File: src/common/ingress_pkg.sv
/* Router ingress shared definitions
   Port and bus widths, buffer sizing, arbiter states */

package ingress_pkg;

    //////////////////////////////
    // Sizes

    localparam int num_ports = 4;

    // Largest packet, in bytes and in 64-bit bus words
    localparam int mtu_bytes = 256;
    localparam int mtu_words = mtu_bytes / 8;

    // Depth of each per-port packet buffer
    localparam int buf_words = 64;

    //////////////////////////////
    // Vector types

    typedef logic [$clog2(num_ports)-1:0] port_idx_t;

    // Physical receive port, one 32-bit beat
    typedef logic [31:0] port_data_t;
    typedef logic [3:0]  port_keep_t;

    // Converged bus, one 64-bit word
    typedef logic [63:0] bus_data_t;
    typedef logic [7:0]  bus_keep_t;

    typedef logic [$clog2(buf_words)-1:0] buf_addr_t;

    typedef logic [31:0] frame_cnt_t;

    //////////////////////////////
    // Arbiter FSM

    typedef enum logic {
        arb_idle,
        arb_send
    } arb_state_t;

endpackage
File: src/rtl/converged_bus_arbiter.sv
/* Converged bus arbiter
   Round-robin, packet-granular merge of the port buffers, source port on tuser */

`timescale 1ns/1ps

module converged_bus_arbiter (
    input  logic                   clk,
    input  logic                   rst_n,
    input  logic                   pkt_avail [ingress_pkg::num_ports],
    input  ingress_pkg::bus_data_t rd_data   [ingress_pkg::num_ports],
    input  ingress_pkg::bus_keep_t rd_keep   [ingress_pkg::num_ports],
    input  logic                   rd_last   [ingress_pkg::num_ports],
    output logic                   rd_en     [ingress_pkg::num_ports],
    output ingress_pkg::bus_data_t ing_tdata,
    output ingress_pkg::bus_keep_t ing_tkeep,
    output ingress_pkg::port_idx_t ing_tuser,
    output logic                   ing_tvalid,
    output logic                   ing_tlast,
    input  logic                   ing_tready
);

    ingress_pkg::arb_state_t state;
    ingress_pkg::port_idx_t  grant;
    ingress_pkg::port_idx_t  last_served;
    ingress_pkg::port_idx_t  next_port;
    logic                    next_found;
    logic                    xfer;

    //////////////////////////////
    // Round-robin search

    // Starts one past the port served last, wraps around
    always_comb begin
        ingress_pkg::port_idx_t cand;
        next_found = 1'b0;
        next_port  = last_served;
        for (int i = 1; i <= ingress_pkg::num_ports; i++) begin
            cand = ingress_pkg::port_idx_t'(int'(last_served) + i);
            if (!next_found && pkt_avail[cand]) begin
                next_found = 1'b1;
                next_port  = cand;
            end
        end
    end

    //////////////////////////////
    // Grant FSM

    always_ff @(posedge clk) begin
        if (!rst_n) begin
            state       <= ingress_pkg::arb_idle;
            grant       <= '0;
            last_served <= ingress_pkg::port_idx_t'(ingress_pkg::num_ports - 1);
        end else begin
            case (state)
                ingress_pkg::arb_idle: begin
                    if (next_found) begin
                        grant <= next_port;
                        state <= ingress_pkg::arb_send;
                    end
                end
                ingress_pkg::arb_send: begin
                    // Grant held until the last word goes out
                    if (xfer && rd_last[grant]) begin
                        last_served <= grant;
                        state       <= ingress_pkg::arb_idle;
                    end
                end
                default: state <= ingress_pkg::arb_idle;
            endcase
        end
    end

    //////////////////////////////
    // Bus drive

    assign ing_tvalid = (state == ingress_pkg::arb_send);
    assign xfer       = ing_tvalid && ing_tready;

    // Buffer head is stable until popped, so the bus holds under back-pressure
    assign ing_tdata = rd_data[grant];
    assign ing_tkeep = rd_keep[grant];
    assign ing_tlast = rd_last[grant];
    assign ing_tuser = grant;

    always_comb begin
        for (int p = 0; p < ingress_pkg::num_ports; p++) begin
            rd_en[p] = xfer && (grant == ingress_pkg::port_idx_t'(p));
        end
    end

endmodule

File: config.mk
export PLATFORM = sky130hd
export DESIGN_NAME = converged_bus_arbiter
export DESIGN_NICKNAME = d
export VERILOG_FILES = /design/src/common/ingress_pkg.sv /design/src/rtl/converged_bus_arbiter.sv
export SDC_FILE = /design/constraint.sdc
export NUM_CORES = 1
export LEC_CHECK = 0
export ABC_CLOCK_PERIOD_IN_PS = 1600
export BUFFER_PORTS_ARGS = -buffer_cell sky130_fd_sc_hd__buf_2
export CORE_AREA = 4 4 146 148
export CTS_BUF_LIST = sky130_fd_sc_hd__clkbuf_16
export DETAILED_ROUTE_END_ITERATION = 8
export DIE_AREA = 0 0 150 152
export HOLD_SLACK_MARGIN = 0.08
export PLACE_DENSITY_LB_ADDON = 0.08
export SLEW_MARGIN = 20
export SYNTH_ARGS = -nofsm -noshare
export SYNTH_HDL_FRONTEND = slang
export SYNTH_SLANG_ARGS = --single-unit
File: constraint.sdc
create_clock -name clk -period 1.6 [get_ports clk]
set_clock_uncertainty 0.15 [all_clocks]
set_input_delay 0.16 -clock clk [delete_from_list [all_inputs] [get_ports clk]]
set_output_delay 0.16 -clock clk [all_outputs]
set_load 0.05 [all_outputs]
==> flow_summary_export.csv <==
group,metric,value,unit
global_route,grt_start_max_net_pins,32,
floorplanning,initial_utilization,0.103,
route,post_detailed_route_wirelength_per_cell,20.1,um
cells_and_area,antenna_cells,0,
clock_network,clock_tree_root_driver_cell,"sky130_fd_sc_hd__clkbuf_16",
critical_path,critPathBufInv,3,
synth,yosys_warnings,0,
clock_network,cts-buffers-inserted,3,
floorplanning,core_area,20000,um2
power,p_comb_frac,0.835,
critical_path,timing.critical_path.to_type,"output pin",
critical_path,critPathMaxFanout,7,
route,drt-initial-drc-count,98,
cells_and_area,finalNonFillerCells,787,
place,input_output_buffers,378,
synth,ys_ff_latch,5,
route,detail-route-antenna-nets,0,
synth,ys_seq_area_frac,0.0484,
critical_path,worstSetupPathDepth,4,
floorplanning,floorplan.die.width,150,um
power,total_leakage_power,2.37,nW
global_route,grt_use_total,0.125,
power,pwr-share-clk,0.118,
worst_hold_path,timing.hold.worst_path_depth,4,
sta,final_critical_path_setup_slack,-0.344,ns
critical_path,worst_r2r_path_depth,6,
clock_network,tritoncts_num_sinks,5,
global_route,met2_usage,0.256,
global_route,first_global_vias,3443,
power,power_switching_share,0.486,
sta,worstMarginPinSlew,0.271,ns
synth,synth-edff-count,0,
synth,synthCells,128,
cells_and_area,num-nets-final,817,
sta,fin_worst_hold_slack,0.214,ns
route,via_count,3102,
sta,finalCritPeriodShare,1.21,
global_route,remaining_global_route_overflow,0,
global_route,first_pass_grt_wire_length,21800,um
power,worst_ir_drop_vdd,0.377,mV
route,postRouteWirelength,15800,um
sta,minimum_clock_period,1.94,ns
sta,final-hold-violation-count,0,
cells_and_area,drive_gt1_frac,0.946,
global_route,grt_use_met3,0.0268,
sta,rsz0062_at_grt,"true",
floorplanning,count_of_standard_cell_rows,52,
synth,syn-mean-instance-area,16.2,um2
route,first_pass_iters,4,
global_route,global_route.usage.met1,0.132,
route,drt-vias-per-instance,3.94,
run,cap_viol_max_count,0,
critical_path,crit_required,1.29,ns
floorplanning,io-pin-count,379,
power,power_per_cell_area,663,nW/um2
clock_network,clkTransAtPathRegs,0.03,ns
clock_network,cts_buffer_depth,2,
cells_and_area,filler_cell_count,2183,
status,outcome,"finished with violations",
critical_path,critPathLaunchType,"flop",
power,fin_total_pwr,3.37,mW
critical_path,cp_top_family,"multiplexers",
critical_path,crit_chain,"buf_8, clkbuf_16, mux4_2, buf_6",
global_route,antenna_found_initial,2,
power,cellInternalPower,1.74,mW
floorplanning,floorplan.die_area,22800,um2
clock_network,cts_tree,"built",
cells_and_area,syn_to_final_growth,146,%
cells_and_area,post-route-util,0.254,
critical_path,data_arrival_time_of_the_worst_path,1.63,ns
sta,max-slew-margin-rel,0.817,
route,detail_route.drc_violations,0,
synth,async_reset_ff_frac,0,
sta,final-setup-viol-count,74,
worst_hold_path,worstHoldPathType,"in2reg",
status,violated_checks,"setup timing",
place,finalWeightedCongestion,0.822,
floorplanning,die_y,152,um
global_route,busiest_layer,"met2",
synth,synth-main-ff-cell,"sky130_fd_sc_hd__dfxtp_1",
sta,timing_max_transition_violations_final,0,
power,power.share.sequential,0.048,
cells_and_area,most_common_library_cell_in_the_layout_ignoring_fill_and_taps,"sky130_fd_sc_hd__buf_2",
synth,synthesis.nets,427,
clock_network,htree_levels,1,
critical_path,critPathMaxStageDelay,0.51,ns
place,dpl.cell_count,775,
place,dp.final_hpwl,14300,um
synth,netlist_area,2070,um2
critical_path,worstSetupPathType,"reg2out",
critical_path,crit_slowest_cell,"sky130_fd_sc_hd__mux4_2",
cells_and_area,layout_common_cells,"sky130_fd_sc_hd__buf_2, sky130_fd_sc_hd__mux4_2, sky130_fd_sc_hd__buf_6",
clock_network,clock_latency_reported_for_the_late_side_of_the_worst_skew_pair,0.22,ns
synth,synth.distinct_cells,26,
sta,clock.fmax,0.514,GHz
power,power_dissipated_by_switching_net_loads,1.64,mW
## stage by stage
stage / area (um2) / TNS [ns] / setup WS, ns
floorplan: 2120 / -12.04 / -0.218
global placement: 4380 / -6.56 / -0.130
detailed placement: 4380 / -8.72 / -0.171
CTS: 4940 / -22.96 / -0.382
global route: 5090 / -26.02 / -0.393
finish: 5090 / -21.35 / -0.344
## logic make-up after synthesis
group	Yosys count	share of synthesized area
buffers and inverters	22	0.0707
DFF	5	0.0484
and+or+nand+nor	12	0.0254
AOI/OAI and AO/OA	12	0.0441
muxes	77	0.811
## layer usage
| layer | share of wire | vias to the layer above |
|---|---|---|
| met1 | 0.34 | 1514 |
| met4 | 0.0059 | 2 |
| met3 | 0.079 | 10 |
| met2 | 0.58 | 183 |
| li1 | - | 1393 |
| met5 | 0.00044 | - |
## power by group through the flow
stage | Sequential, mW | Combinational, mW | Clock (mW)
after floorplan | 0.171 | 1.63 | 0
final | 0.161 | 2.82 | 0.397
after detailed placement | 0.164 | 2.40 | 0
after global routing | 0.164 | 2.95 | 0.420
after global placement | 0.162 | 2.40 | 0
after CTS | 0.162 | 2.77 | 0.403
## registers in the layout, summed over array words and instances, names as in the netlist
register and flops:
ing_tvalid 1, last_served 2, ing_tuser 2
## final timing paths
| kind | slack [ns] | from | to |
|---|---|---|---|
| max | -0.34 | ing_tuser[0] | ing_tkeep[7] |
| min | 0.21 | pkt_avail[3] | ing_tuser[1] |
| max reg2reg | -0.02 | ing_tuser[0] | last_served[0] |
| min reg2reg | 0.42 | last_served[0] | last_served[0] |
## area by class of cell
cell class | instances | area [um2] | share of cell area
Timing Repair Buffer | 402 | 2660 | 0.523
Clock inverter | 1 | 3.75 | 0.000738
Multi-Input combinational cell | 101 | 1880 | 0.370
Clock buffer | 3 | 75.1 | 0.0148
Inverter | 5 | 18.8 | 0.00369
Sequential cell | 5 | 109 | 0.0214
Tap cell | 270 | 338 | 0.0664
## cells in the mapped netlist (2+ instances only)
library cell | number | area share
sky130_fd_sc_hd__mux2i_2 | 2 | 0.013
sky130_fd_sc_hd__o21ai_0 | 3 | 0.0073
sky130_fd_sc_hd__inv_1 | 5 | 0.0091
sky130_fd_sc_hd__buf_4 | 5 | 0.018
sky130_fd_sc_hd__dfxtp_1 | 5 | 0.048
sky130_fd_sc_hd__nor2_1 | 7 | 0.013
sky130_fd_sc_hd__buf_2 | 8 | 0.019
sky130_fd_sc_hd__nand2_1 | 2 | 0.0036
sky130_fd_sc_hd__mux2i_1 | 3 | 0.015
sky130_fd_sc_hd__mux4_2 | 72 | 0.78
## tightest hold or removal path: stages
cell and delay [ns]:
sky130_fd_sc_hd__buf_2 0.10, sky130_fd_sc_hd__o221ai_1 0.11, sky130_fd_sc_hd__o311ai_0 0.09, sky130_fd_sc_hd__a21boi_0 0.08
## what timing repair did
action	in CTS	in global routing
cloned	0	3
endpoints found under the hold margin	5	0
endpoints found under the setup margin	80	79
hold buffers	1	0
setup buffers	3	4
resized for setup	142	18
Power figures use the tool's default switching activity.
