==> config.mk <==
export PLATFORM = sky130hd
export DESIGN_NAME = port_rx_packer
export DESIGN_NICKNAME = d
export VERILOG_FILES = /design/src/common/ingress_pkg.sv /design/src/rtl/port_rx/port_rx_packer.sv
export SDC_FILE = /design/constraint.sdc
export NUM_CORES = 1
export LEC_CHECK = 0
export ABC_AREA = 1
export BUFFER_PORTS_ARGS = -buffer_cell sky130_fd_sc_hd__buf_2
export CAP_MARGIN = 20
export CORE_UTILIZATION = 53
export CTS_CLUSTER_SIZE = 10
export DETAILED_ROUTE_END_ITERATION = 10
export PLACE_DENSITY = 0.79
export REMOVE_ABC_BUFFERS = 1
export SLEW_MARGIN = 0
export SYNTH_ARGS = -nofsm -noshare
export SYNTH_HDL_FRONTEND = slang
export SYNTH_SLANG_ARGS = --single-unit
export TNS_END_PERCENT = 20
==> constraint.sdc <==
create_clock -name clk -period 3.1 [get_ports clk]
set_input_delay 0.155 -clock clk [delete_from_list [all_inputs] [get_ports clk]]
set_output_delay 0.155 -clock clk [all_outputs]
set_load 0.02 [all_outputs]
==> src/common/ingress_pkg.sv <==
/* Router ingress shared definitions
   Port and bus widths, buffer sizing, arbiter states */

package ingress_pkg;

    //////////////////////////////
    // Sizes

    localparam int num_ports = 4;

    // Largest packet, in bytes and in 64-bit bus words
    localparam int mtu_bytes = 256;
    localparam int mtu_words = mtu_bytes / 8;

    // Depth of each per-port packet buffer
    localparam int buf_words = 64;

    //////////////////////////////
    // Vector types

    typedef logic [$clog2(num_ports)-1:0] port_idx_t;

    // Physical receive port, one 32-bit beat
    typedef logic [31:0] port_data_t;
    typedef logic [3:0]  port_keep_t;

    // Converged bus, one 64-bit word
    typedef logic [63:0] bus_data_t;
    typedef logic [7:0]  bus_keep_t;

    typedef logic [$clog2(buf_words)-1:0] buf_addr_t;

    typedef logic [31:0] frame_cnt_t;

    //////////////////////////////
    // Arbiter FSM

    typedef enum logic {
        arb_idle,
        arb_send
    } arb_state_t;

endpackage
==> src/rtl/port_rx/port_rx_packer.sv <==
/* Port receive packer
   Enable gating, frame counting and 32-to-64-bit beat packing for one port */

`timescale 1ns/1ps

module port_rx_packer (
    input  logic                    clk,
    input  logic                    rst_n,
    input  ingress_pkg::port_data_t port_tdata,
    input  ingress_pkg::port_keep_t port_tkeep,
    input  logic                    port_tvalid,
    input  logic                    port_tlast,
    input  logic                    port_enable,
    input  logic                    cnt_clear,
    output ingress_pkg::frame_cnt_t frame_cnt,
    output ingress_pkg::bus_data_t  wr_data,
    output ingress_pkg::bus_keep_t  wr_keep,
    output logic                    wr_last,
    output logic                    wr_valid
);

    logic                    in_pkt;
    logic                    pkt_drop;
    logic                    first_beat;
    logic                    beat_accept;

    // Odd beat waiting for its partner
    logic                    half_valid;
    ingress_pkg::port_data_t half_data;
    ingress_pkg::port_keep_t half_keep;

    assign first_beat = port_tvalid && !in_pkt;

    // Enable is only looked at on the first beat, later beats follow that decision
    assign beat_accept = port_tvalid && (in_pkt ? !pkt_drop : port_enable);

    //////////////////////////////
    // Packet tracking

    always_ff @(posedge clk) begin
        if (!rst_n) begin
            in_pkt   <= 1'b0;
            pkt_drop <= 1'b0;
        end else if (port_tvalid) begin
            in_pkt <= !port_tlast;
            if (first_beat) begin
                pkt_drop <= !port_enable;
            end
        end
    end

    //////////////////////////////
    // Beat packing

    always_ff @(posedge clk) begin
        if (!rst_n) begin
            half_valid <= 1'b0;
        end else if (beat_accept) begin
            // A last beat always flushes, so the next packet starts on a clean pair
            half_valid <= !half_valid && !port_tlast;
        end
    end

    always_ff @(posedge clk) begin
        if (beat_accept && !half_valid) begin
            half_data <= port_tdata;
            half_keep <= port_tkeep;
        end
    end

    always_ff @(posedge clk) begin
        if (!rst_n) begin
            wr_valid <= 1'b0;
        end else begin
            wr_valid <= beat_accept && (half_valid || port_tlast);
        end
    end

    always_ff @(posedge clk) begin
        if (beat_accept) begin
            wr_last <= port_tlast;
            if (half_valid) begin
                // First beat sits in the low half
                wr_data <= {port_tdata, half_data};
                wr_keep <= {port_tkeep, half_keep};
            end else begin
                // Lone last beat, upper half empty
                wr_data <= {ingress_pkg::port_data_t'('0), port_tdata};
                wr_keep <= {ingress_pkg::port_keep_t'('0), port_tkeep};
            end
        end
    end

    //////////////////////////////
    // Frame counter

    always_ff @(posedge clk) begin
        if (!rst_n) begin
            frame_cnt <= '0;
        end else if (cnt_clear) begin
            frame_cnt <= '0;
        end else if (beat_accept && port_tlast) begin
            frame_cnt <= frame_cnt + 32'd1;
        end
    end

endmodule

==> summary.md <==
Across the run, the number of max-cap violations was 0. Kind of critical path: flip-flop to flip-flop. During I/O placement, the number of pins put on the boundary was 148. The per-cell routed wire length was 13.5 um. The relative area change from synthesis to final layout came out at 30.5%. The combined area of all synthesized cells is 6010 um2, and the number of global-route vias before repair is 4476.

The buffer depth of the longest clock path was 2; the depth of the worst register-to-register path was 4. In this run the worst path has a maximum fanout of 36. The finished cells cover 7840 um2. Cells fill 71.7% of the core in the end. For this configuration, the core starts out at a cell density of 54.9%. Setup violations remaining at the end of the flow were counted as 0. The HPWL after detailed placement is 8580 um. Depth of the worst hold-timing path: 2. The run finished with clean final reports. Each instance of the synthesized netlist takes up on average 9.72 um2. Flip-flop and latch count after synthesis: 145. For this block, the via count after detailed routing is 4767.

The run gives 0 as the post-cts gate resize count. From bottom edge to top edge, the die measures 108 um. The final period demand of the worst path is 2.00 ns. At the end of routability-driven placement, the weighted congestion stood at 0.853. After clock tree synthesis, the clock-pin slew on the worst setup and hold paths is 0.06 ns. The sequential share of the synthesized area is 66.5%, and the share of post-route cells with drive strength above 1 is 24.6%.

Summed over all cells, the static leakage comes to 3.54 nW. In the routed layout, each cell is associated on average with a via count of 4.95. The detailed router finished its first iteration with 268 violations.

Global routing finished with a remaining overflow of 0. Summing all placed instances gives a cell area of 6900 um2. The area enclosed by the die boundary is 11800 um2, and the number of fill cells in the layout is 757. The min-delay analysis places its worst path in the category input port to flip-flop. The gate count of the mapped netlist came out at 618.

For this run, the number of Yosys warnings is 0. The area occupied by registers came out at 4000 um2. Required arrival time at the worst endpoint: 3.13 ns.

Global routing used 23.2% of the available tracks across all layers. The run gives 13100 um as the total wirelength of the detailed-routed design. The worst-case register-to-register setup slack was 1.10 ns. The startpoint of the most critical hold path is port_tlast. Leaving out fill and tap cells, the most frequent cell in the layout is sky130_fd_sc_hd__nand2_1. The initial antenna violation count came out at 0. The final-report max-slew violation count was 0; the wire length of the first global-routing pass was 20800 um. During placement, the flow inserted port buffers numbering 147. The worst pin sits at a relative slew slack of 32.5%. The root buffer cell chosen for the clock tree is sky130_fd_sc_hd__clkbuf_16. For the count of buffers added by post-CTS timing repair for setup, the log shows 0. The top cell type's share of synthesized area works out to 54.5%.

For the pin with the worst max-slew slack, the measured transition is 1.01 ns. The clock tree synthesis step divided the H-tree into 4 levels. The first detailed-routing pass took 5 iterations.

For this design the ratio of total power to cell area is 590 nW/um2. Summing all multi-input logic gate instances after layout gives 1640 um2. The total CTS buffers was 17.

STA classifies the critical path endpoint as a flip-flop. Derived from the worst setup path, the maximum achievable clock frequency is 501 MHz. Once detail routing completed, the nets flagged for antenna violations numbered 0. The completed layout was analyzed and its total power is 0.00462 W.

The final critical path takes up 64.4% of the cycle. The cell taking the most area after synthesis is sky130_fd_sc_hd__edfxtp_1. The path with the worst hold slack has its endpoint at in_pkt$_SDFFE_PN0P_. Entering global routing, the biggest net connects 74 pins. The number of antenna diodes in the final layout is 0. Endpoint arrival time on the critical path: 2.02 ns. In this run the critical register-to-register path is captured at half_data[8]$_DFFE_PP_. TritonCTS built the clock tree. The die is 108 um wide. Setup repair after global routing left no endpoint under its margin.

The net count of the finished layout is 854. The clock reaches the later pin of the worst-skew pair after 0.41 ns. The peak supply drop is 0.000394 V. Summed over all failing endpoints, the final setup total negative slack is 0 ns. For the total number of clock tree sinks, the log shows 145.

For the DRC violation count after routing, the log shows 0. In the post-synthesis netlist, the biggest area contributors are sky130_fd_sc_hd__edfxtp_1 55%, sky130_fd_sc_hd__nand2_1 14%, sky130_fd_sc_hd__dfxtp_1 12%. STA classifies the critical path startpoint as a flip-flop. Number of distinct library cells after synthesis: 26. In this run the standard cell core region covers 10900 um2. The number of hold violations in the final report came out at 0.

The reg-to-reg critical path startpoint was in_pkt$_SDFFE_PN0P_. Total number of placement rows: 38. In the layout the commonest cells are 223 x sky130_fd_sc_hd__nand2_1, 147 x sky130_fd_sc_hd__buf_2, 109 x sky130_fd_sc_hd__edfxtp_1.

On the final layout, the worst clock skew is 0.0111 ns.
-- state kept, by name (all words and copies together), names as in the netlist --
| register | cells |
|---|---|
| half_valid | 1 |
| wr_keep | 8 |
| half_keep | 4 |
| wr_data | 64 |
| frame_cnt | 32 |
| half_data | 32 |
| wr_valid | 1 |
| in_pkt | 1 |
| pkt_drop | 1 |
| wr_last | 1 |
-- synth_stat cells --
cell                       instances
sky130_fd_sc_hd__nor2_1           62
sky130_fd_sc_hd__nor3b_1           2
sky130_fd_sc_hd__nand2_2           2
sky130_fd_sc_hd__clkbuf_1         11
sky130_fd_sc_hd__nand2_1         224
sky130_fd_sc_hd__a21oi_1          15
sky130_fd_sc_hd__nand3_2           1
sky130_fd_sc_hd__nand4_1          11
sky130_fd_sc_hd__nand3_1          27
sky130_fd_sc_hd__nor2_2            7
sky130_fd_sc_hd__o21ai_0           6
sky130_fd_sc_hd__edfxtp_1        109
sky130_fd_sc_hd__ha_1              1
sky130_fd_sc_hd__nor3_1            4
sky130_fd_sc_hd__xnor2_1           3
sky130_fd_sc_hd__a211oi_1          1
sky130_fd_sc_hd__o21ai_1           1
sky130_fd_sc_hd__buf_1             1
sky130_fd_sc_hd__dfxtp_1          36
sky130_fd_sc_hd__buf_2             1
sky130_fd_sc_hd__inv_1            84
sky130_fd_sc_hd__nor2_4            4
sky130_fd_sc_hd__nand4_4           1
sky130_fd_sc_hd__nor3_2            2
sky130_fd_sc_hd__buf_6             1
sky130_fd_sc_hd__clkbuf_8          1
-- cell families after synthesis --
logic type	Yosys count	synth area share [%]
fa+ha+maj	1	0.208
compound gates	23	1.96
simple gates	347	24.4
xor+xnor	3	0.438
flops	145	66.5
buf+inv	99	6.50
-- worst max-delay path by stage --
stage	end	startpoint	slack [ns]	depth (start not counted)
after floorplan	half_data[0]$_DFFE_PP_	half_valid$_SDFFE_PN0P_	0.02	1
final	half_data[8]$_DFFE_PP_	in_pkt$_SDFFE_PN0P_	1.10	4
after global routing	half_data[8]$_DFFE_PP_	in_pkt$_SDFFE_PN0P_	0.95	4
after detailed placement	half_keep[3]$_DFFE_PP_	in_pkt$_SDFFE_PN0P_	1.12	4
after global placement	half_data[2]$_DFFE_PP_	in_pkt$_SDFFE_PN0P_	1.20	4
after CTS	half_data[23]$_DFFE_PP_	in_pkt$_SDFFE_PN0P_	1.10	4
-- final cells by class --
cell class / count / area share (%)
Sequential cell: 145 / 51.0
Multi-Input combinational cell: 374 / 20.9
Timing Repair Buffer: 189 / 14.6
Clock buffer: 17 / 5.43
Inverter: 84 / 4.02
Tap cell: 140 / 2.23
Clock inverter: 15 / 1.90
-- what timing repair did --
action | 4_1_cts | 5_1_grt
setup endpoints to repair | 0 | 0
hold buffers | 37 | 0
hold endpoints to repair | 37 | 0
-- worst max-delay path: stages (launching register included) --
cell                      delay (ns)
sky130_fd_sc_hd__dfxtp_1        0.37
sky130_fd_sc_hd__inv_1          0.10
sky130_fd_sc_hd__nand2_2        0.10
sky130_fd_sc_hd__nand3_1        0.20
sky130_fd_sc_hd__nor2_4         0.81
-- report_power, final --
group / total, W / internal, W / leakage, nW / switching (W)
clock: 0.00196 / 0.00113 / 0.273 / 0.000835
sequential: 0.00224 / 0.00222 / 1.34 / 0.0000285
combinational: 0.000415 / 0.000134 / 1.93 / 0.000281
-- routing by layer --
metal  wire length, um  part of all wire [%]  global-route usage [%]
met1              5550                    43                    28.6
met3               910                   7.0                    5.24
met4                84                  0.64                    7.14
met5                 0                     0                       0
met2              6510                    50                    40.5
-- stage by stage --
stage | instances | setup WS [ns] | hold slack, ns
finish | 964 | 1.10 | 0.0412
global route | 964 | 0.953 | 0.0305
CTS | 964 | 1.10 | 0.0209
detailed placement | 895 | 1.12 | 0.364
global placement | 895 | 1.20 | 0.362
floorplan | 603 | 0.0218 | 0.244
Note: power is estimated with default switching activity, not from simulation.
